### src/common/ntm_forget_pkg.sv
/*
 * Forget-gate shared definitions
 */

package ntm_forget_pkg;

  ////////////////////////////////////////////////////////////
  // Fixed-point format
  ////////////////////////////////////////////////////////////

  // Q8.8 word
  parameter int DATA_W    = 16;
  parameter int FRAC_BITS = 8;  // Fractional bits of Q8.8

  // Row sum of up to a few dozen Q16.16 products
  parameter int ACC_SIZE  = 40;

  // Constant 1.0
  parameter logic [DATA_W-1:0] ONE_Q = 16'h0100;

  ////////////////////////////////////////////////////////////
  // Controller phases
  ////////////////////////////////////////////////////////////

  typedef enum logic [2:0] {
    PHASE_IDLE,         // Waiting for START
    PHASE_INPUT_W,      // W(l,x) * x(x)
    PHASE_READ_K,       // K(l,k) * r(k)
    PHASE_RECURRENT_U,  // U(l,p) * h(p)
    PHASE_BIAS,         // b(l) * 1.0
    PHASE_DRAIN         // Waiting for last f beat
  } phase_t;

  ////////////////////////////////////////////////////////////
  // Operand pair on the MAC stream
  ////////////////////////////////////////////////////////////

  // Matrix element in the upper half
  typedef struct packed {
    logic [DATA_W-1:0] mat;  // W, K, U or b
    logic [DATA_W-1:0] vec;  // x, r, h or 1.0
  } operand_pair_t;

endpackage

### src/common/ntm_stream_if.sv
/*
 * Valid/ready stream
 */

`timescale 1ns/10ps

interface ntm_stream_if #(
  parameter int WIDTH = 16
);

  logic             valid;  // Source has a beat
  logic             ready;  // Sink can take it
  logic [WIDTH-1:0] data;   // Held while valid and not ready
  logic             last;   // Marks end of row or vector

  // Producer side
  modport source (
    output valid,
    output data,
    output last,
    input  ready
  );

  // Consumer side
  modport sink (
    input  valid,
    input  data,
    input  last,
    output ready
  );

endinterface

### src/forget_gate/ntm_forget_gate_vector.sv
/*
 * Forget-gate operand sequencer
 */

`timescale 1ns/10ps

module ntm_forget_gate_vector #(
  parameter int DATA_SIZE = 16,
  parameter int SIZE_X    = 4,
  parameter int SIZE_W    = 3,
  parameter int SIZE_L    = 4
) (
  input  logic                 CLK,
  input  logic                 RST,

  // Control
  input  logic                 START,
  output logic                 READY,

  // Operand stream from outside
  input  logic                 in_valid,
  output logic                 in_ready,
  input  logic [DATA_SIZE-1:0] in_a,
  input  logic [DATA_SIZE-1:0] in_b,

  // Last f beat handshake, seen at the top
  input  logic                 done_beat,

  ntm_stream_if.source         pair_s
);

  ////////////////////////////////////////////////////////////
  // Counters
  ////////////////////////////////////////////////////////////

  localparam int MAX_XW   = (SIZE_X > SIZE_W) ? SIZE_X : SIZE_W;
  localparam int MAX_ELEM = (MAX_XW > SIZE_L) ? MAX_XW : SIZE_L;
  localparam int CNT_W    = $clog2(MAX_ELEM + 1);
  localparam int ROW_W    = $clog2(SIZE_L + 1);

  ntm_forget_pkg::phase_t        phase;
  ntm_forget_pkg::operand_pair_t pair;

  logic [CNT_W-1:0] elem_cnt;  // Element within phase
  logic [ROW_W-1:0] row_cnt;   // Row l
  logic             accepting; // Phase takes operands
  logic             is_bias;
  logic             elem_end;  // Last element of the phase
  logic             beat;

  ////////////////////////////////////////////////////////////
  // Stream side
  ////////////////////////////////////////////////////////////

  assign is_bias   = (phase == ntm_forget_pkg::PHASE_BIAS);
  assign accepting = (phase == ntm_forget_pkg::PHASE_INPUT_W)
                  || (phase == ntm_forget_pkg::PHASE_READ_K)
                  || (phase == ntm_forget_pkg::PHASE_RECURRENT_U)
                  || is_bias;

  // Bias is paired with 1.0, in_b not used there
  assign pair.mat = in_a;
  assign pair.vec = is_bias ? ntm_forget_pkg::ONE_Q : in_b;

  assign pair_s.valid = in_valid && accepting;
  assign pair_s.data  = pair;
  assign pair_s.last  = is_bias;          // Closes the row
  assign in_ready     = pair_s.ready && accepting;

  assign beat = pair_s.valid && pair_s.ready;

  always_comb begin
    case (phase)
      ntm_forget_pkg::PHASE_INPUT_W:     elem_end = (elem_cnt == CNT_W'(SIZE_X - 1));
      ntm_forget_pkg::PHASE_READ_K:      elem_end = (elem_cnt == CNT_W'(SIZE_W - 1));
      ntm_forget_pkg::PHASE_RECURRENT_U: elem_end = (elem_cnt == CNT_W'(SIZE_L - 1));
      default:                           elem_end = 1'b1;  // Bias is one beat
    endcase
  end

  ////////////////////////////////////////////////////////////
  // Phase FSM
  ////////////////////////////////////////////////////////////

  always_ff @(posedge CLK or posedge RST) begin
    if (RST) begin
      phase    <= ntm_forget_pkg::PHASE_IDLE;
      elem_cnt <= '0;
      row_cnt  <= '0;
      READY    <= 1'b0;
    end else begin
      READY <= 1'b0;  // Single-cycle pulse
      case (phase)
        ntm_forget_pkg::PHASE_IDLE: begin
          if (START) begin
            phase    <= ntm_forget_pkg::PHASE_INPUT_W;
            elem_cnt <= '0;
            row_cnt  <= '0;
          end
        end
        ntm_forget_pkg::PHASE_INPUT_W: begin
          if (beat) begin
            elem_cnt <= elem_end ? '0 : elem_cnt + 1'b1;
            if (elem_end) phase <= ntm_forget_pkg::PHASE_READ_K;
          end
        end
        ntm_forget_pkg::PHASE_READ_K: begin
          if (beat) begin
            elem_cnt <= elem_end ? '0 : elem_cnt + 1'b1;
            if (elem_end) phase <= ntm_forget_pkg::PHASE_RECURRENT_U;
          end
        end
        ntm_forget_pkg::PHASE_RECURRENT_U: begin
          if (beat) begin
            elem_cnt <= elem_end ? '0 : elem_cnt + 1'b1;
            if (elem_end) phase <= ntm_forget_pkg::PHASE_BIAS;
          end
        end
        ntm_forget_pkg::PHASE_BIAS: begin
          if (beat) begin
            if (row_cnt == ROW_W'(SIZE_L - 1)) begin
              phase <= ntm_forget_pkg::PHASE_DRAIN;  // Rows still in flight
            end else begin
              row_cnt <= row_cnt + 1'b1;
              phase   <= ntm_forget_pkg::PHASE_INPUT_W;
            end
          end
        end
        ntm_forget_pkg::PHASE_DRAIN: begin
          if (done_beat) begin
            READY <= 1'b1;
            phase <= ntm_forget_pkg::PHASE_IDLE;
          end
        end
        default: phase <= ntm_forget_pkg::PHASE_IDLE;
      endcase
    end
  end

endmodule

### src/hdl/ntm_dot_product_accumulator.sv
/*
 * Row multiply-accumulate
 */

`timescale 1ns/10ps

module ntm_dot_product_accumulator #(
  parameter int DATA_SIZE = 16,
  parameter int SIZE_L    = 4
) (
  input  logic         CLK,
  input  logic         RST,
  ntm_stream_if.sink   pair_s,
  ntm_stream_if.source sum_s
);

  localparam int ACC_W = ntm_forget_pkg::ACC_SIZE;
  localparam int ROW_W = $clog2(SIZE_L + 1);

  // Signed DATA_SIZE limits at accumulator width
  localparam logic signed [ACC_W-1:0] SAT_MAX =
    {{(ACC_W-DATA_SIZE+1){1'b0}}, {(DATA_SIZE-1){1'b1}}};
  localparam logic signed [ACC_W-1:0] SAT_MIN =
    {{(ACC_W-DATA_SIZE+1){1'b1}}, {(DATA_SIZE-1){1'b0}}};

  ntm_forget_pkg::operand_pair_t pair;

  logic signed [2*DATA_SIZE-1:0] product;     // Q16.16
  logic signed [ACC_W-1:0]       acc;
  logic signed [ACC_W-1:0]       row_total;   // acc plus this beat
  logic signed [ACC_W-1:0]       row_scaled;  // Back to Q8.8, floor
  logic        [DATA_SIZE-1:0]   sat_sum;
  logic        [ROW_W-1:0]       row_cnt;
  logic                          beat;
  logic                          sum_valid;
  logic                          sum_last;
  logic        [DATA_SIZE-1:0]   sum_data;

  assign pair    = pair_s.data;
  assign product = $signed(pair.mat) * $signed(pair.vec);

  assign row_total  = acc + {{(ACC_W-2*DATA_SIZE){product[2*DATA_SIZE-1]}}, product};
  assign row_scaled = row_total >>> ntm_forget_pkg::FRAC_BITS;

  always_comb begin
    if (row_scaled > SAT_MAX)      sat_sum = SAT_MAX[DATA_SIZE-1:0];
    else if (row_scaled < SAT_MIN) sat_sum = SAT_MIN[DATA_SIZE-1:0];
    else                           sat_sum = row_scaled[DATA_SIZE-1:0];
  end

  // Hold off while the sum register is full and not taken
  assign pair_s.ready = !sum_valid || sum_s.ready;
  assign beat         = pair_s.valid && pair_s.ready;

  always_ff @(posedge CLK or posedge RST) begin
    if (RST) begin
      acc       <= '0;
      sum_valid <= 1'b0;
      row_cnt   <= '0;
    end else begin
      if (sum_valid && sum_s.ready) sum_valid <= 1'b0;  // Taken
      if (beat) begin
        if (pair_s.last) begin
          acc       <= '0;  // Fresh row
          sum_valid <= 1'b1;
          row_cnt   <= (row_cnt == ROW_W'(SIZE_L - 1)) ? '0 : row_cnt + 1'b1;
        end else begin
          acc <= row_total;
        end
      end
    end
  end

  // Row sum register
  always_ff @(posedge CLK) begin
    if (beat && pair_s.last) begin
      sum_data <= sat_sum;
      sum_last <= (row_cnt == ROW_W'(SIZE_L - 1));  // Last row of vector
    end
  end

  assign sum_s.valid = sum_valid;
  assign sum_s.data  = sum_data;
  assign sum_s.last  = sum_last;

endmodule

### src/hdl/ntm_vector_logistic.sv
/*
 * Piecewise-linear logistic
 */

`timescale 1ns/10ps

module ntm_vector_logistic #(
  parameter int DATA_SIZE = 16
) (
  input  logic                 CLK,
  input  logic                 RST,
  ntm_stream_if.sink           sum_s,
  output logic                 f_valid,
  input  logic                 f_ready,
  output logic [DATA_SIZE-1:0] f_out,
  output logic                 f_last
);

  localparam int FB = ntm_forget_pkg::FRAC_BITS;

  // Segment edges and offsets in Q8.8
  localparam logic [DATA_SIZE-1:0] Z_SAT   = DATA_SIZE'(5 << FB);         // 5.0
  localparam logic [DATA_SIZE-1:0] Z_MID   = DATA_SIZE'(19 << (FB - 3));  // 2.375
  localparam logic [DATA_SIZE-1:0] Z_LOW   = DATA_SIZE'(1 << FB);         // 1.0
  localparam logic [DATA_SIZE-1:0] OFS_MID = DATA_SIZE'(27 << (FB - 5));  // 0.84375
  localparam logic [DATA_SIZE-1:0] OFS_LOW = DATA_SIZE'(5 << (FB - 3));   // 0.625
  localparam logic [DATA_SIZE-1:0] OFS_CTR = DATA_SIZE'(1 << (FB - 1));   // 0.5

  logic [DATA_SIZE-1:0] abs_z;   // Unsigned, so -32768 stays large
  logic [DATA_SIZE-1:0] seg;
  logic                 take;
  logic                 stall;
  logic                 s1_valid, s1_neg, s1_last;
  logic [DATA_SIZE-1:0] s1_seg;

  ////////////////////////////////////////////////////////////
  // Stage one, magnitude and segment
  ////////////////////////////////////////////////////////////

  assign abs_z = sum_s.data[DATA_SIZE-1] ? -sum_s.data : sum_s.data;

  always_comb begin
    if (abs_z >= Z_SAT)      seg = ntm_forget_pkg::ONE_Q;
    else if (abs_z >= Z_MID) seg = (abs_z >> 5) + OFS_MID;
    else if (abs_z >= Z_LOW) seg = (abs_z >> 3) + OFS_LOW;
    else                     seg = (abs_z >> 2) + OFS_CTR;
  end

  assign stall       = f_valid && !f_ready;
  assign sum_s.ready = !s1_valid || !stall;  // Stage one free or moving on
  assign take        = sum_s.valid && sum_s.ready;

  always_ff @(posedge CLK or posedge RST) begin
    if (RST) begin
      s1_valid <= 1'b0;
      f_valid  <= 1'b0;
    end else begin
      if (sum_s.ready) s1_valid <= take;
      if (!stall)      f_valid  <= s1_valid;
    end
  end

  always_ff @(posedge CLK) begin
    if (take) begin
      s1_seg  <= seg;
      s1_neg  <= sum_s.data[DATA_SIZE-1];
      s1_last <= sum_s.last;
    end
  end

  ////////////////////////////////////////////////////////////
  // Stage two, mirror for negative z
  ////////////////////////////////////////////////////////////

  always_ff @(posedge CLK) begin
    if (!stall) begin
      f_out  <= s1_neg ? ntm_forget_pkg::ONE_Q - s1_seg : s1_seg;  // 1 - s(|z|)
      f_last <= s1_last;
    end
  end

endmodule

### src/hdl/ntm_forget_gate_top.sv
/*
 * Forget-gate unit top level
 */

`timescale 1ns/10ps

module ntm_forget_gate_top #(
  parameter int DATA_SIZE = 16,
  parameter int SIZE_X    = 4,  // Input vector length
  parameter int SIZE_W    = 3,  // Read vector length
  parameter int SIZE_L    = 4   // Rows, also hidden length
) (
  input  logic                 CLK,
  input  logic                 RST,

  // Control
  input  logic                 START,
  output logic                 READY,

  // Operand stream
  input  logic                 in_valid,
  output logic                 in_ready,
  input  logic [DATA_SIZE-1:0] in_a,
  input  logic [DATA_SIZE-1:0] in_b,

  // Forget-gate result stream
  output logic                 f_valid,
  input  logic                 f_ready,
  output logic [DATA_SIZE-1:0] f_out,
  output logic                 f_last
);

  ////////////////////////////////////////////////////////////
  // Internal streams
  ////////////////////////////////////////////////////////////

  ntm_stream_if #(.WIDTH(2*DATA_SIZE)) pair_s ();  // Operand pairs
  ntm_stream_if #(.WIDTH(DATA_SIZE))   sum_s ();   // Row sums z(l)

  logic done_beat;  // Last f of the vector leaves

  assign done_beat = f_valid && f_ready && f_last;

  ////////////////////////////////////////////////////////////
  // Blocks
  ////////////////////////////////////////////////////////////

  ntm_forget_gate_vector #(
    .DATA_SIZE (DATA_SIZE),
    .SIZE_X    (SIZE_X),
    .SIZE_W    (SIZE_W),
    .SIZE_L    (SIZE_L)
  ) u_ctrl (
    .CLK       (CLK),
    .RST       (RST),
    .START     (START),
    .READY     (READY),
    .in_valid  (in_valid),
    .in_ready  (in_ready),
    .in_a      (in_a),
    .in_b      (in_b),
    .done_beat (done_beat),
    .pair_s    (pair_s.source)
  );

  ntm_dot_product_accumulator #(
    .DATA_SIZE (DATA_SIZE),
    .SIZE_L    (SIZE_L)
  ) u_mac (
    .CLK    (CLK),
    .RST    (RST),
    .pair_s (pair_s.sink),
    .sum_s  (sum_s.source)
  );

  ntm_vector_logistic #(
    .DATA_SIZE (DATA_SIZE)
  ) u_logistic (
    .CLK     (CLK),
    .RST     (RST),
    .sum_s   (sum_s.sink),
    .f_valid (f_valid),
    .f_ready (f_ready),
    .f_out   (f_out),
    .f_last  (f_last)
  );

endmodule

### config.mk
export PLATFORM = sky130hd
export DESIGN_NAME = ntm_forget_gate_top
export DESIGN_NICKNAME = d
export VERILOG_FILES = /design/src/common/ntm_forget_pkg.sv /design/src/common/ntm_stream_if.sv /design/src/forget_gate/ntm_forget_gate_vector.sv /design/src/hdl/ntm_dot_product_accumulator.sv /design/src/hdl/ntm_vector_logistic.sv /design/src/hdl/ntm_forget_gate_top.sv
export SDC_FILE = /design/constraint.sdc
export NUM_CORES = 1
export LEC_CHECK = 0
export ABC_AREA = 1
export BUFFER_PORTS_ARGS = -buffer_cell sky130_fd_sc_hd__buf_4
export CORE_ASPECT_RATIO = 2
export CORE_MARGIN = 3
export CORE_UTILIZATION = 44
export CTS_BUF_LIST = sky130_fd_sc_hd__clkbuf_8
export DETAILED_ROUTE_END_ITERATION = 12
export PLACE_DENSITY = 0.66
export SYNTH_ARGS = -nofsm -noshare
export SYNTH_HDL_FRONTEND = slang
export SYNTH_SLANG_ARGS = --single-unit
### constraint.sdc
create_clock -name CLK -period 9.7 [get_ports CLK]
set_input_delay 0.97 -clock CLK [delete_from_list [all_inputs] [get_ports CLK]]
set_output_delay 0.97 -clock CLK [all_outputs]
set_load 0.05 [all_outputs]
# After elaboration in Yosys (flattened, before gate mapping)

Index checks and enable logic that the tools add are counted.

Logic and storage cells: 109
Output and inout port bits: 20
Bits of input ports: 37
Register bits after elaboration: 108

Equality and inequality tests: 20
$add $sub $neg: 9
Multipliers: 1
Magnitude comparators: 5
Reduce and logical (&&, ||, !) cells: 26
Multiplexer cells: 32

Operator list:

| operator              | count |
|---|---|
| $mux 16               | 6 |
| $mux 3                | 16 |
| $add 40x40->40        | 1 |
| $mux 40               | 1 |
| $gt 32x16->1 const B  | 1 |
| $lt 32x16->1 const B  | 1 |
| $mul 16x16->32        | 1 |
| $eq 3x2->1 const B    | 6 |
| $pmux 3 s6            | 1 |
| $ge 16x10->1 const B  | 1 |
| $ge 16x11->1 const B  | 1 |
| $ge 16x9->1 const B   | 1 |
| $ne 2x1->1 const B    | 8 |
| $neg 16->16           | 1 |
| $sub 9x16->16 const A | 1 |
| $add 14x8->15 const B | 1 |
| $add 13x8->14 const B | 1 |
| $add 11x8->12 const B | 1 |
| $pmux 3 s2            | 2 |
| $add 3x1->3 const B   | 3 |
| $reduce_and 9->1      | 1 |
| $logic_and 1x1->1     | 8 |
| $eq 3x3->1 const B    | 2 |
| $ne 2x2->1 const B    | 3 |
| other kinds (12)      | 24 |

# Depth between registers and ports, before layout

Depth after elaboration: 8
Gate-level depth with buffers: 51
Depth with buffers taken out: 48

# By module

A second synthesis with hierarchy kept.

Cells, all modules: 2604
Area total of the unflattened synthesis: 19348.6 um2

Modules (own cells, without submodules):

| module                      | area an instance (um2) | cells an instance | seq. area each (um2) | instances |
|---|---|---|---|---|
| ntm_dot_product_accumulator | 15668.8                | 2127              | 1611.5               | 1 |
| ntm_vector_logistic         | 2693.8                 | 336               | 1071.0               | 1 |
| ntm_forget_gate_vector      | 972.2                  | 138               | 250.2                | 1 |
| ntm_forget_gate_top         | 13.8                   | 3                 | 0.0                  | 1 |

# Worst setup path after synthesis

No wires, ideal clock.

Path type: register to register
Start point: reg u_ctrl.phase[0]
End point: reg u_mac.sum_data[8], in the netlist u_mac.sum_s.data[8], data pin
Setup time: 0.252 ns
Path buffers: 3
Clock period less this slack: 8.647 ns
Path slack: 1.053 ns
Cell stages (with the launch flop): 49
Arrival: 8.395 ns
Data required time: 9.448 ns
Cell sequence: dfrtp_1 > nor2_1 > inv_1 > nor2_2 > clkinv_1 > clkbuf_1 > nand2_1 > clkbuf_1 > nor2_1 > fa_1 > inv_1 > fa_1 > fa_1 > inv_1 > fa_1 > fa_1 > inv_1 > fa_1 > (+13 left out) > ha_1 > nand2_1 > inv_1 > a21oi_1 > o21ai_0 > a21oi_2 > nand2_2 > a21oi_2 > inv_2 > nand2_1 > nand2_1 > nand2_1 > nand2_2 > inv_2 > nand2_4 > buf_6 > nand2_1 > nand2_1

Word-level cells in the longest chain between the ends: 6
Elaborated cells on any way between the ends: 7
Those cells by class: 1 x add/sub; 1 x mul; 2 x order compare; 1 x eq/ne; 2 x mux

Ends and longest elaborated chain:

| item                     | line                              | source |
|---|---|---|
| start: declaration       | ntm_forget_gate_vector.sv:41      | `ntm_forget_pkg::phase_t phase;` |
| start signal: assignment | ntm_forget_gate_vector.sv:87      | `phase <= ntm_forget_pkg::PHASE_IDLE;` |
| start signal: assignment | ntm_forget_gate_vector.sv:96      | `phase <= ntm_forget_pkg::PHASE_INPUT_W;` |
| start signal: assignment | ntm_forget_gate_vector.sv:104     | `if (elem_end) phase <= ntm_forget_pkg::PHASE_READ_K;` |
| $eq 3x3->1 (*)           | ntm_forget_gate_vector.sv:55      | `assign is_bias = (phase == ntm_forget_pkg::PHASE_BIAS);` |
| $mux 16 (*)              | ntm_forget_gate_vector.sv:63      | `assign pair.vec = is_bias ? ntm_forget_pkg::ONE_Q : in_b;` |
| $mul 16x16->32 (*)       | ntm_dot_product_accumulator.sv:40 | `assign product = $signed(pair.mat) * $signed(pair.vec);` |
| $add 40x40->40 (*)       | ntm_dot_product_accumulator.sv:42 | `assign row_total = acc + {{(ACC_W-2*DATA_SIZE){product[2*DATA_SIZE-1]}}, product};` |
| $lt 32x16->1             | ntm_dot_product_accumulator.sv:47 | `else if (row_scaled < SAT_MIN) sat_sum = SAT_MIN[DATA_SIZE-1:0];` |
| $mux 16                  | ntm_dot_product_accumulator.sv:47 |  |
| end signal: assignment   | ntm_dot_product_accumulator.sv:77 | `sum_data <= sat_sum;` |
| end: declaration         | ntm_dot_product_accumulator.sv:37 | `logic [DATA_SIZE-1:0] sum_data;` |

Every way passes the cells marked *; elsewhere a longest branch is shown, timed or not.
A chain may end at the register's enable or synchronous reset.

# Worst setup path after layout

Start point: reg u_ctrl.phase[0]
End point: reg u_mac.sum_data[13], in the netlist u_mac.sum_s.data[13], data pin

Same word-level chain as after synthesis.

==> results.json <==
{
  "status": "complete, no violations",
  "worstSetupStartpointType": "flip-flop",
  "dieArea_mm2": 0.0438,
  "cts_tree": "built",
  "routed_wl_um": 57900,
  "yosysSeqAreaShare_pct": 16.2,
  "yosys_warnings": 0,
  "critPathMostFrequentCell": "inv_1",
  "rows": 104,
  "critical_path.slowest_cell": "fa_1",
  "antenna_left": 0,
  "start_util_pct": 44.8,
  "final_area_mm2": 0.0205,
  "dp_hpwl_um": 49800,
  "drt_iter0_drc": 761,
  "ff_latch_area_mm2": 0.00293,
  "crit_path_max_incr_delay_ns": 0.56,
  "synth_edf_count": 51,
  "numCtsBuffers": 9,
  "cp_data_required_time_ns": 9.99,
  "cts_resized": 0,
  "grt_max_degree": 57,
  "post_dp_cell_area_mm2": 0.0201,
  "grtUsageMet1_pct": 25.2,
  "die_y_um": 293,
  "path_clk_slew_ns": 0.12,
  "syn_area_mm2": 0.0181,
  "cts_setup_buffers": 0,
  "async_reset_ff_share_pct": 52.3,
  "ios": 57,
  "h-tree-depth": 3,
  "met3_usage_pct": 3.21,
  "drt_pre_antenna_iters": 7,
  "clkSinkCount": 107,
  "track_usage_pct": 27.2,
  "worstSetupPathType": "flip-flop to flip-flop",
  "finalCritPeriodShare_pct": 95.4,
  "drive_gt1_share_pct": 12.3,
  "finalMaxSlewViolations": 0,
  "io_buffers": 56,
  "nNetsFinal": 2950,
  "num_vias": 15700,
  "syn_to_final_growth_pct": 12.8,
  "die_w_um": 150,
  "grt-ovfl-total": 0,
  "avgSynthCellArea_um2": 7.72,
  "synth_cells": 2349,
  "fmax_mhz": 108,
  "synthFlopType": "dfrtp_1",
  "antenna_cells": 0,
  "fin_worst_skew_ns": 0.0397,
  "grt_pass1_vias": 17200,
  "grt_pass1_wl_um": 90700,
  "cp_max_fo": 18,
  "relSlewSlack_pct": 31.7,
  "period_needed_ns": 9.25,
  "globalRoute.busiestLayer": "met2",
  "postCtsHoldBufs": 0,
  "viasPerCell": 5.16,
  "fillers": 3898,
  "yosysUniqueCellTypes": 52,
  "antenna_found_initial": 0,
  "setup_viol": 0,
  "final_common_cell": "inv_1",
  "arrival_ns": 9.54,
  "routabilityCongestion": 1.02,
  "wl_per_cell_um": 19.0,
  "clockBufferDepth": 2,
  "worstMarginPinSlew_ns": 1.02,
  "coreArea_mm2": 0.0405,
  "synth_seq_cells": 107,
  "end_kind": "flip-flop",
  "multi_input_area_mm2": 0.0130,
  "min_path_type": "flip-flop to flip-flop",
  "finalHoldViolCount": 0,
  "final_cell_mix": "inv_1, nand2_1, nor2_1",
  "maxCapViolCount": 0,
  "grt_util_met2_pct": 51.9,
  "root_buffer": "clkbuf_8",
  "worstSkewPairLatency_ns": 0.44,
  "drc": 0
}
==> state kept, by name, summed over array words and instances (netlist names) <==
signal / cells
u_ctrl.row_cnt: 3
u_logistic.f_last: 1
u_mac.sum_s.valid: 1
u_logistic.s1_neg: 1
u_mac.sum_s.last: 1
u_logistic.f_valid: 1
u_ctrl.phase: 3
u_logistic.s1_seg: 15
u_logistic.f_out: 16
u_ctrl.elem_cnt: 3
u_mac.row_cnt: 3
u_ctrl.READY: 1
u_mac.acc: 40
u_mac.sum_s.data: 16
u_logistic.s1_valid: 1
u_logistic.s1_last: 1
==> worst paths after layout <==
kind / startpoint / end / slack (ns) / cells after the start
setup / recovery: u_ctrl.phase[0] / u_mac.sum_s.data[13] / 0.45 / 46
max in group asynchronous: RST / u_mac.row_cnt[1] / 8.38 / 3
hold / removal: u_logistic.s1_last / u_logistic.f_last / 0.44 / 0
setup reg to reg: u_ctrl.phase[0] / u_mac.sum_s.data[13] / 0.45 / 46
hold reg to reg: u_logistic.s1_last / u_logistic.f_last / 0.44 / 0
min in group asynchronous: RST / u_mac.acc[21] / 0.77 / 3
==> synthesized netlist by cell type, types with 8 or more instances <==
master,count,share of area (%)
nand2_1,505,10
xor2_1,52,2.5
nor2_1,269,5.6
buf_1,12,0.25
a21oi_1,77,2.1
ha_1,134,9.2
o21bai_1,8,0.33
o21ai_1,10,0.28
nor2_2,13,0.45
clkbuf_1,23,0.48
fa_1,263,29
o21ai_0,72,2.0
inv_1,546,11
nand2_2,9,0.31
inv_2,16,0.33
xnor2_1,30,1.4
nand3_1,58,1.6
edfxtp_1,51,8.4
nor3_1,12,0.33
a22o_1,20,0.97
dfrtp_1,56,7.7
nand4_1,19,0.66
==> cell families (layout without fill, tap and decap cells) <==
group / count (synthesis) / after routing / synth area share, %
simple gates: 916 / 917 / 20.9
buf+inv: 610 / 777 / 12.7
fa+ha+maj: 397 / 397 / 38.3
compound gates: 232 / 232 / 7.61
flops: 107 / 107 / 16.2
xor+xnor: 85 / 85 / 4.23
other cells: 1 / 5 / 0.0207
mux: 1 / 1 / 0.0552
==> critical path: cells and delay by family (launching register included) <==
kind            cells  cell delay (ns)
buf+inv            13             1.41
compound gates      7             1.20
xor+xnor            2             0.46
simple gates       16             1.80
fa+ha+maj           8             3.79
flops               1             0.44
==> stage by stage <==
step,TNS [ns],cells,utilization (%),hold WS (ns),setup slack (ns)
finish,0,3051,50.5,0.439,0.450
global route,-0.0232,3051,50.5,0.443,-0.0161
CTS,0,3050,50.3,0.443,0.149
detailed placement,0,3034,49.8,0.416,0.0832
global placement,0,3034,49.8,0.413,0.0637
floorplan,0,2353,-,0.400,1.05
==> layout make-up <==
| type | count | share of cell area [%] |
|---|---|---|
| tap | 530 | 3.24 |
| multi-input combinational | 1637 | 63.5 |
| clock inverter | 7 | 0.428 |
| clock buffer | 9 | 0.606 |
| timing repair buffer | 192 | 7.41 |
| inverter | 569 | 10.5 |
| sequential | 107 | 14.3 |
==> routing by layer <==
metal | vias up | share of wire, %
li1 | 7400 | -
met1 | 7584 | 31
met2 | 511 | 55
met3 | 250 | 3.9
met4 | 0 | 11
met5 | - | 0
Power is left out: the tool's default activity adds up to more than one toggle a clock period on the data nets, which glitch-free logic cannot reach.
